`src/hdl/spi_master_pkg.sv`:
```
package spi_master_pkg;

  // frame sequencing of one channel
  typedef enum logic [2:0] {
    IDLE    = 3'd0,
    W_SHIFT = 3'd1,
    R_HDR   = 3'd2,
    R_GAP   = 3'd3,
    R_DATA  = 3'd4,
    DONE    = 3'd5
  } spi_state_e;

endpackage

```
`src/hdl/spi_cmd_pkg.sv`:
```
package spi_cmd_pkg;

  // 12-bit command word of op, 3-bit register address and 8-bit data
  localparam int CMD_WIDTH  = 12;
  localparam int ADDR_WIDTH = 3;
  localparam int DATA_WIDTH = 8;

  // field positions
  localparam int OP_BIT   = CMD_WIDTH - 1;
  localparam int ADDR_LSB = DATA_WIDTH;

  // op plus address, sent ahead of a read
  localparam int READ_HDR_BITS = 1 + ADDR_WIDTH;

  typedef enum logic {
    OP_READ  = 1'b0,
    OP_WRITE = 1'b1
  } spi_op_e;

endpackage
```
`src/hdl/spi_multi_ctrl.sv`:
```
`timescale 1ns/1ps

module spi_multi_ctrl
  import spi_cmd_pkg::*;
#(
  parameter int N_CHAN   = 4,
  parameter int CLK_DIV  = 5,
  parameter int TURN_GAP = 16
) (
  input  logic                                          clk,
  input  logic                                          rst_n,
  input  logic [CMD_WIDTH-1:0]                          cmd_in,
  input  logic [((N_CHAN > 1) ? $clog2(N_CHAN) : 1)-1:0] cmd_chan,
  input  logic                                          cmd_vld,
  input  logic [N_CHAN-1:0]                             miso,
  output logic                                          cmd_rdy,
  output logic [N_CHAN-1:0]                             sclk,
  output logic [N_CHAN-1:0]                             cs,
  output logic [N_CHAN-1:0]                             mosi,
  output logic                                          read_vld,
  output logic [((N_CHAN > 1) ? $clog2(N_CHAN) : 1)-1:0] read_chan,
  output logic [DATA_WIDTH-1:0]                         read_data
);

  logic [N_CHAN-1:0]                 start;
  logic [N_CHAN-1:0]                 idle;
  logic [N_CHAN-1:0][CMD_WIDTH-1:0]  cmd;
  logic [N_CHAN-1:0]                 rd_vld;
  logic [N_CHAN-1:0][DATA_WIDTH-1:0] rd_data;

  spi_cmd_dispatch #(
    .N_CHAN (N_CHAN)
  ) u_dispatch (
    .clk      (clk),
    .rst_n    (rst_n),
    .cmd_in   (cmd_in),
    .cmd_chan (cmd_chan),
    .cmd_vld  (cmd_vld),
    .idle     (idle),
    .cmd_rdy  (cmd_rdy),
    .start    (start),
    .cmd      (cmd)
  );

  // one independent master per channel
  for (genvar i = 0; i < N_CHAN; i++)
  begin : g_chan
    spi_master #(
      .CLK_DIV  (CLK_DIV),
      .TURN_GAP (TURN_GAP)
    ) u_master (
      .clk     (clk),
      .rst_n   (rst_n),
      .start   (start[i]),
      .cmd     (cmd[i]),
      .miso    (miso[i]),
      .idle    (idle[i]),
      .sclk    (sclk[i]),
      .cs      (cs[i]),
      .mosi    (mosi[i]),
      .rd_vld  (rd_vld[i]),
      .rd_data (rd_data[i])
    );
  end

  spi_read_collect #(
    .N_CHAN (N_CHAN)
  ) u_collect (
    .clk       (clk),
    .rst_n     (rst_n),
    .rd_vld    (rd_vld),
    .rd_data   (rd_data),
    .read_vld  (read_vld),
    .read_chan (read_chan),
    .read_data (read_data)
  );

endmodule

```
`src/hdl/spi_read_collect.sv`:
```
`timescale 1ns/1ps

module spi_read_collect
  import spi_cmd_pkg::*;
#(
  parameter int N_CHAN = 4
) (
  input  logic                                          clk,
  input  logic                                          rst_n,
  input  logic [N_CHAN-1:0]                             rd_vld,
  input  logic [N_CHAN-1:0][DATA_WIDTH-1:0]             rd_data,
  output logic                                          read_vld,
  output logic [((N_CHAN > 1) ? $clog2(N_CHAN) : 1)-1:0] read_chan,
  output logic [DATA_WIDTH-1:0]                         read_data
);

  localparam int CHAN_W = (N_CHAN > 1) ? $clog2(N_CHAN) : 1;
  localparam logic [CHAN_W-1:0] PTR_LAST = CHAN_W'(N_CHAN - 1);

  logic [N_CHAN-1:0]                 pend;
  logic [N_CHAN-1:0][DATA_WIDTH-1:0] data_q;
  logic [CHAN_W-1:0]                 ptr;
  logic                              issue;

  // pointer visits every channel in turn
  assign issue = pend[ptr];

  always_ff @(posedge clk or negedge rst_n)
  begin
    if (!rst_n)
    begin
      pend     <= '0;
      ptr      <= '0;
      read_vld <= 1'b0;
    end
    else
    begin
      ptr      <= (ptr == PTR_LAST) ? '0 : ptr + 1'b1;
      read_vld <= issue;
      // a new result wins over the clear
      pend <= (issue ? (pend & ~(N_CHAN'(1) << ptr)) : pend) | rd_vld;
    end
  end

  always_ff @(posedge clk)
  begin
    for (int i = 0; i < N_CHAN; i++)
    begin
      if (rd_vld[i])
        data_q[i] <= rd_data[i];
    end
    if (issue)
    begin
      read_chan <= ptr;
      read_data <= data_q[ptr];
    end
  end

endmodule

```
`src/hdl/spi_master.sv`:
```
`timescale 1ns/1ps

module spi_master
  import spi_cmd_pkg::*;
  import spi_master_pkg::*;
#(
  parameter int CLK_DIV  = 5,
  parameter int TURN_GAP = 16
) (
  input  logic                  clk,
  input  logic                  rst_n,
  input  logic                  start,
  input  logic [CMD_WIDTH-1:0]  cmd,
  input  logic                  miso,
  output logic                  idle,
  output logic                  sclk,
  output logic                  cs,
  output logic                  mosi,
  output logic                  rd_vld,
  output logic [DATA_WIDTH-1:0] rd_data
);

  localparam int DIV_W = $clog2(2 * CLK_DIV);
  localparam int GAP_W = $clog2(TURN_GAP + 1);
  localparam int BIT_W = $clog2(CMD_WIDTH);

  localparam logic [DIV_W-1:0] DIV_MID  = DIV_W'(CLK_DIV - 1);
  localparam logic [DIV_W-1:0] DIV_LAST = DIV_W'(2 * CLK_DIV - 1);
  localparam logic [GAP_W-1:0] GAP_LAST = GAP_W'(TURN_GAP - 1);

  spi_state_e            state;
  spi_op_e               op;
  logic [DIV_W-1:0]      div_cnt;
  logic [BIT_W-1:0]      bit_cnt;
  logic [GAP_W-1:0]      gap_cnt;
  logic [CMD_WIDTH-1:0]  tx_sr;
  logic [DATA_WIDTH-1:0] rx_sr;
  logic                  shifting;
  logic                  bit_end;
  logic                  last_bit;

  assign op       = spi_op_e'(cmd[OP_BIT]);
  assign idle     = (state == IDLE);
  assign shifting = (state == W_SHIFT) || (state == R_HDR) || (state == R_DATA);
  assign bit_end  = (div_cnt == DIV_LAST);
  assign rd_data  = rx_sr;

  // frame length depends on which frame is running
  always_comb
  begin
    case (state)
      W_SHIFT: last_bit = (bit_cnt == BIT_W'(CMD_WIDTH - 1));
      R_HDR:   last_bit = (bit_cnt == BIT_W'(READ_HDR_BITS - 1));
      default: last_bit = (bit_cnt == BIT_W'(DATA_WIDTH - 1));
    endcase
  end

  always_ff @(posedge clk or negedge rst_n)
  begin
    if (!rst_n)
    begin
      state   <= IDLE;
      div_cnt <= '0;
      bit_cnt <= '0;
      gap_cnt <= '0;
      sclk    <= 1'b0;
      cs      <= 1'b1;
      mosi    <= 1'b0;
      rd_vld  <= 1'b0;
    end
    else
    begin
      rd_vld <= 1'b0;
      case (state)
        IDLE:
        begin
          if (start)
          begin
            cs      <= 1'b0;
            mosi    <= cmd[OP_BIT];
            div_cnt <= '0;
            bit_cnt <= '0;
            state   <= (op == OP_WRITE) ? W_SHIFT : R_HDR;
          end
        end
        W_SHIFT, R_HDR, R_DATA:
        begin
          // sclk high for the second half of each bit
          if (div_cnt == DIV_MID)
          begin
            sclk <= 1'b1;
          end
          if (bit_end)
          begin
            sclk    <= 1'b0;
            div_cnt <= '0;
            if (last_bit)
            begin
              cs      <= 1'b1;
              mosi    <= 1'b0;
              bit_cnt <= '0;
              if (state == R_HDR)
              begin
                gap_cnt <= '0;
                state   <= R_GAP;
              end
              else
              begin
                rd_vld <= (state == R_DATA);
                state  <= DONE;
              end
            end
            else
            begin
              bit_cnt <= bit_cnt + 1'b1;
              mosi    <= tx_sr[CMD_WIDTH-1];
            end
          end
          else
          begin
            div_cnt <= div_cnt + 1'b1;
          end
        end
        R_GAP:
        begin
          if (gap_cnt == GAP_LAST)
          begin
            cs    <= 1'b0;
            state <= R_DATA;
          end
          else
          begin
            gap_cnt <= gap_cnt + 1'b1;
          end
        end
        DONE:
        begin
          state <= IDLE;
        end
        default:
        begin
          state <= IDLE;
        end
      endcase
    end
  end

  // read loads only the header, so mosi stays low in the data frame
  always_ff @(posedge clk)
  begin
    if (idle && start)
    begin
      if (op == OP_WRITE)
        tx_sr <= {cmd[CMD_WIDTH-2:0], 1'b0};
      else
        tx_sr <= {cmd[CMD_WIDTH-2:ADDR_LSB], {(ADDR_LSB + 1){1'b0}}};
    end
    else if (shifting && bit_end)
    begin
      tx_sr <= {tx_sr[CMD_WIDTH-2:0], 1'b0};
    end
    // sample miso on the sclk rising edge
    if (state == R_DATA && div_cnt == DIV_MID)
    begin
      rx_sr <= {rx_sr[DATA_WIDTH-2:0], miso};
    end
  end

endmodule

```
`src/hdl/spi_cmd_dispatch.sv`:
```
`timescale 1ns/1ps

module spi_cmd_dispatch
  import spi_cmd_pkg::*;
#(
  parameter int N_CHAN = 4
) (
  input  logic                               clk,
  input  logic                               rst_n,
  input  logic [CMD_WIDTH-1:0]               cmd_in,
  input  logic [((N_CHAN > 1) ? $clog2(N_CHAN) : 1)-1:0] cmd_chan,
  input  logic                               cmd_vld,
  input  logic [N_CHAN-1:0]                  idle,
  output logic                               cmd_rdy,
  output logic [N_CHAN-1:0]                  start,
  output logic [N_CHAN-1:0][CMD_WIDTH-1:0]   cmd
);

  localparam int CHAN_W = (N_CHAN > 1) ? $clog2(N_CHAN) : 1;

  logic [N_CHAN-1:0] ready;
  logic              accept;

  // master idle drops one cycle after start, so mask the start cycle too
  assign ready   = idle & ~start;
  assign cmd_rdy = (int'(cmd_chan) < N_CHAN) && ready[cmd_chan];
  assign accept  = cmd_vld && cmd_rdy;

  always_ff @(posedge clk or negedge rst_n)
  begin
    if (!rst_n)
    begin
      start <= '0;
    end
    else
    begin
      start <= '0;
      if (accept)
      begin
        start[cmd_chan] <= 1'b1;
      end
    end
  end

  // held until the channel is idle again
  always_ff @(posedge clk)
  begin
    if (accept)
    begin
      cmd[cmd_chan] <= cmd_in;
    end
  end

endmodule

```
`config.mk`:
```
export PLATFORM = sky130hd
export DESIGN_NAME = spi_multi_ctrl
export DESIGN_NICKNAME = d
export VERILOG_FILES = /design/src/hdl/spi_master_pkg.sv /design/src/hdl/spi_cmd_pkg.sv /design/src/hdl/spi_multi_ctrl.sv /design/src/hdl/spi_read_collect.sv /design/src/hdl/spi_master.sv /design/src/hdl/spi_cmd_dispatch.sv
export SDC_FILE = /design/constraint.sdc
export NUM_CORES = 1
export LEC_CHECK = 0
export BUFFER_PORTS_ARGS = -buffer_cell sky130_fd_sc_hd__buf_2
export CAP_MARGIN = 20
export CORE_MARGIN = 10
export CORE_UTILIZATION = 55
export DETAILED_ROUTE_END_ITERATION = 6
export HOLD_SLACK_MARGIN = 0.06
export PLACE_DENSITY_LB_ADDON = 0.2
export SLEW_MARGIN = 20
export SYNTH_ARGS = -nofsm -noshare
export SYNTH_HDL_FRONTEND = slang
export SYNTH_SLANG_ARGS = --single-unit
```
`constraint.sdc`:
```
create_clock -name clk -period 2.9 [get_ports clk]
set_input_delay 0.29 -clock clk [delete_from_list [all_inputs] [get_ports clk]]
set_output_delay 0.29 -clock clk [all_outputs]
set_load 0.05 [all_outputs]
```
==> run summary <==
======================================================================================================
Synthesized netlist net count                                                                      915
Input/output buffers                                                                                44
Final hold violations                                                                                0
CP Max Fanout                                                                                       17
Syn. warnings                                                                                        0
Clock tree from TritonCTS                                                                         done
Die outline width                                                                             161.5 µm
Area growth from synthesis to layout                                                            12.97%
CP max stage cell                                                                                or4_4
Top Ports                                                                                           45
Ordered cell list for the critical path                                                   or4_4 -> mux2i_1 -> nor2_1 -> a21oi_1 -> buf_2
Worst rel slew slack                                                                            0.4636
Cell class contributing the biggest share of worst-path delay                             simple AND/OR/NAND/NOR gates
Mapped Cells                                                                                       866
Critical path start-end classification                                                         reg2out
Static leakage                                                                                4.881 nW
Post-synthesis adder-cell area fraction                                                        0.03281
Post-synthesis sequential area ratio                                                            0.6595
Count of maximum capacitance violations                                                              0
Overall overflow remaining after global route                                                        0
Number of antenna violations at the first check in global routing                                    0
Clk_lat worst skew                                                                              520 ps
Placed Cells incl. Taps                                                                           1143
Setup repair after global routing missed its margin                                              false
Result of the run                                                                         complete, no violations
Transition time at the pin with the least slew margin                                         799.8 ps
Proportion of synthesized area in mux cells                                                    0.03100
Sort of element at the end of the critical path                                           primary output
Die outline height                                                                            161.5 µm
Library cell used as clock root buffer                                                       clkbuf_16
Worst-case clock skew                                                                         14.12 ps
Nets                                                                                               968
Unique masters post-synth                                                                           76
Area inside the core boundary                                                                19590 µm²
Clock buffers created by TritonCTS                                                                  26
Global-route usage over all layers                                                              0.1612
Pwr per Cell Area                                                                         918.3 nW/µm²
Share of the clock period used by the worst path after layout                                   0.9372
Post-synthesis area per instance                                                             12.72 µm²
HPWL after detailed placement                                                                 14.17 mm
Final count of negative-setup-slack endpoints                                                        0
Highest clock frequency the design can meet                                                  367.9 MHz
Final std cells w/o fill                                                                          1204
Leading cell type in the layout, fill and taps excluded                                       edfxtp_1
Number of nets with antenna violations after detailed routing                                        0
Number of synthesized flops with an enable pin                                                     166
Post-synthesis xor/xnor area fraction                                                         0.007948
Setup TNS after final layout                                                                      0 ps
Total Routed Length                                                                           20.92 mm
Total Die Area                                                                               26100 µm²
Complex-gate fraction of the synthesized area                                                  0.09084
Post-synthesis async set-or-reset flop share                                                    0.3541
Shortest period the worst path allows                                                          2718 ps
Slowest stage delay, CP                                                                         640 ps
Synthesized-area fraction occupied by and/or/nand/nor cells                                     0.1448
Drt first-iter violations                                                                          489
Fraction of layout instances using a drive strength above 1                                     0.1427
Dominant register cell in the synthesized netlist                                             edfxtp_1
Final weighted congestion in routability-driven placement                                       0.8242
Required time of the critical path                                                             2610 ps
Row Count                                                                                           51
Average wire per cell in the routed design                                                    17.37 µm
Final Slew Violations                                                                                0
Clock tree buffer depth                                                                              3
Commonest cells after routing, fill and taps aside                                        edfxtp_1 (166), nand2_1 (137), dfrtp_1 (87)
Min-Delay Path Class                                                                            in2reg
# DRC                                                                                                0
Buffers and inverters on the worst path                                                              1
CTS H-tree depth                                                                                     1
Total via count after detailed routing                                                            6813
Summed instance area of the synthesized netlist                                              11020 µm²
First-pass GRT wire length                                                                    34.68 mm
Initial Utilization                                                                             0.5625
Vias in the first global route                                                                    6771
TritonCTS Sinks                                                                                    257
Type of origin of the critical path                                                               flop
Largest net degree at the start of global routing                                                   56
Diode insertion count for antenna repair                                                             0
Number of iterations in the first detailed-routing pass                                              5
Max rail drop VDD                                                                             756.9 µV
Avg Vias per Cell                                                                                5.659
Data arrival time of the critical path                                                         2430 ps
Flops & latches, synth                                                                             257
Clock transition at the register clock pins on the worst setup and hold paths after CTS          60 ps
Dominant combinational cell family by area after synthesis                                simple AND/OR/NAND/NOR gates
======================================================================================================
[worst reg2reg max path: cells and delay by family (launching register included)]
family	cells	cell delay (ps)
flops	1	410
compound gates	2	350
simple gates	4	990
fa+ha+maj	2	470
[logic make-up after synthesis]
logic type / Yosys count
adder cells (fa/ha/maj): 29
multiplexers: 22
buffers and inverters: 77
AO/OA/AOI/OAI: 151
AND/OR/NAND/NOR: 320
flip-flops: 257
XOR/XNOR: 10
[registers in the layout, indices dropped and copies added, names as in the netlist, 8 cells and up]
| name | cells |
|---|---|
| g_chan.u_master.bit_cnt | 16 |
| g_chan.u_master.rd_data | 32 |
| u_dispatch.cmd | 48 |
| g_chan.u_master.state | 12 |
| u_collect.read_data | 8 |
| g_chan.u_master.div_cnt | 16 |
| g_chan.u_master.tx_sr | 44 |
| g_chan.u_master.gap_cnt | 20 |
| u_collect.data_q | 32 |
[metrics by stage]
step	power (mW)	utilization	instance area (µm²)	hold WS [ps]	worst slack, ps
CTS	11.49	0.6352	12440	69.46	143.2
floorplan	7.539	-	11020	-5.591	60.06
finish	11.43	0.6354	12450	63.45	182.0
global route	12.13	0.6354	12450	60.54	53.28
global placement	7.998	0.5847	11450	397.9	691.8
detailed placement	8.171	0.5847	11450	408.4	615.5
[cells in the mapped netlist (8+ instances only)]
| library cell | count | share of area |
|---|---|---|
| o31ai_1 | 9 | 0.0061 |
| buf_4 | 15 | 0.010 |
| xor2_1 | 8 | 0.0064 |
| inv_1 | 30 | 0.010 |
| and3_1 | 14 | 0.0079 |
| buf_2 | 15 | 0.0068 |
| nand2b_1 | 14 | 0.0079 |
| o21ai_0 | 58 | 0.026 |
| mux4_2 | 9 | 0.018 |
| nor2_1 | 48 | 0.016 |
| a21oi_1 | 11 | 0.0050 |
| nand3b_1 | 17 | 0.012 |
| nor3_1 | 12 | 0.0055 |
| dfrtp_1 | 87 | 0.20 |
| nand2_1 | 137 | 0.047 |
| ha_1 | 28 | 0.032 |
| nand3_1 | 34 | 0.015 |
| clkbuf_1 | 13 | 0.0044 |
| edfxtp_1 | 166 | 0.45 |
[path summary, 6_finish.rpt]
check | endpoint | startpoint | slack, ps | cells past startpoint
setup / recovery | cmd_rdy | g_chan[1].u_master.state[1] | 180 | 5
hold / removal | u_dispatch.cmd[5] | cmd_in[5] | 60 | 1
setup reg to reg | g_chan[1].u_master.state[1] | g_chan[1].u_master.gap_cnt[0] | 580 | 8
hold reg to reg | u_collect.data_q[15] | g_chan[1].u_master.rd_data[7] | 420 | 0
max in group asynchronous | g_chan[1].u_master.cs | rst_n | 1770 | 3
min in group asynchronous | u_collect.read_vld | rst_n | 380 | 2
[final cells by class]
type,instances,area [µm²]
Clock inverter,9,90.09
Fill cell,1486,7142
Inverter,31,116.4
Clock buffer,39,770.7
Tap cell,265,331.6
Timing Repair Buffer,71,470.5
Sequential cell,257,7267
Multi-Input combinational cell,532,3402
[where the power goes]
group / leakage, nW / switching [mW] / internal (mW)
logic: 1.81 / 1.83 / 1.14
registers: 2.65 / 0.652 / 4.52
clock network: 0.423 / 1.30 / 2.00
total: 4.88 / 3.78 / 7.66
[repair_timing]
item	4_1_cts	5_1_grt
resized for setup	0	1
hold buffers	13	0
setup buffers	0	0
hold endpoints to repair	81	0
setup endpoints to repair	0	1
[routing by layer]
layer  track usage  up-vias  share of wire
met2        0.2707      183           0.50
met1        0.2142     3326           0.43
met4       0.04012        0          0.018
met3       0.02669       36          0.056
met5             0        -              0
li1              -     3268              -
(Power assumes the default switching activity.)
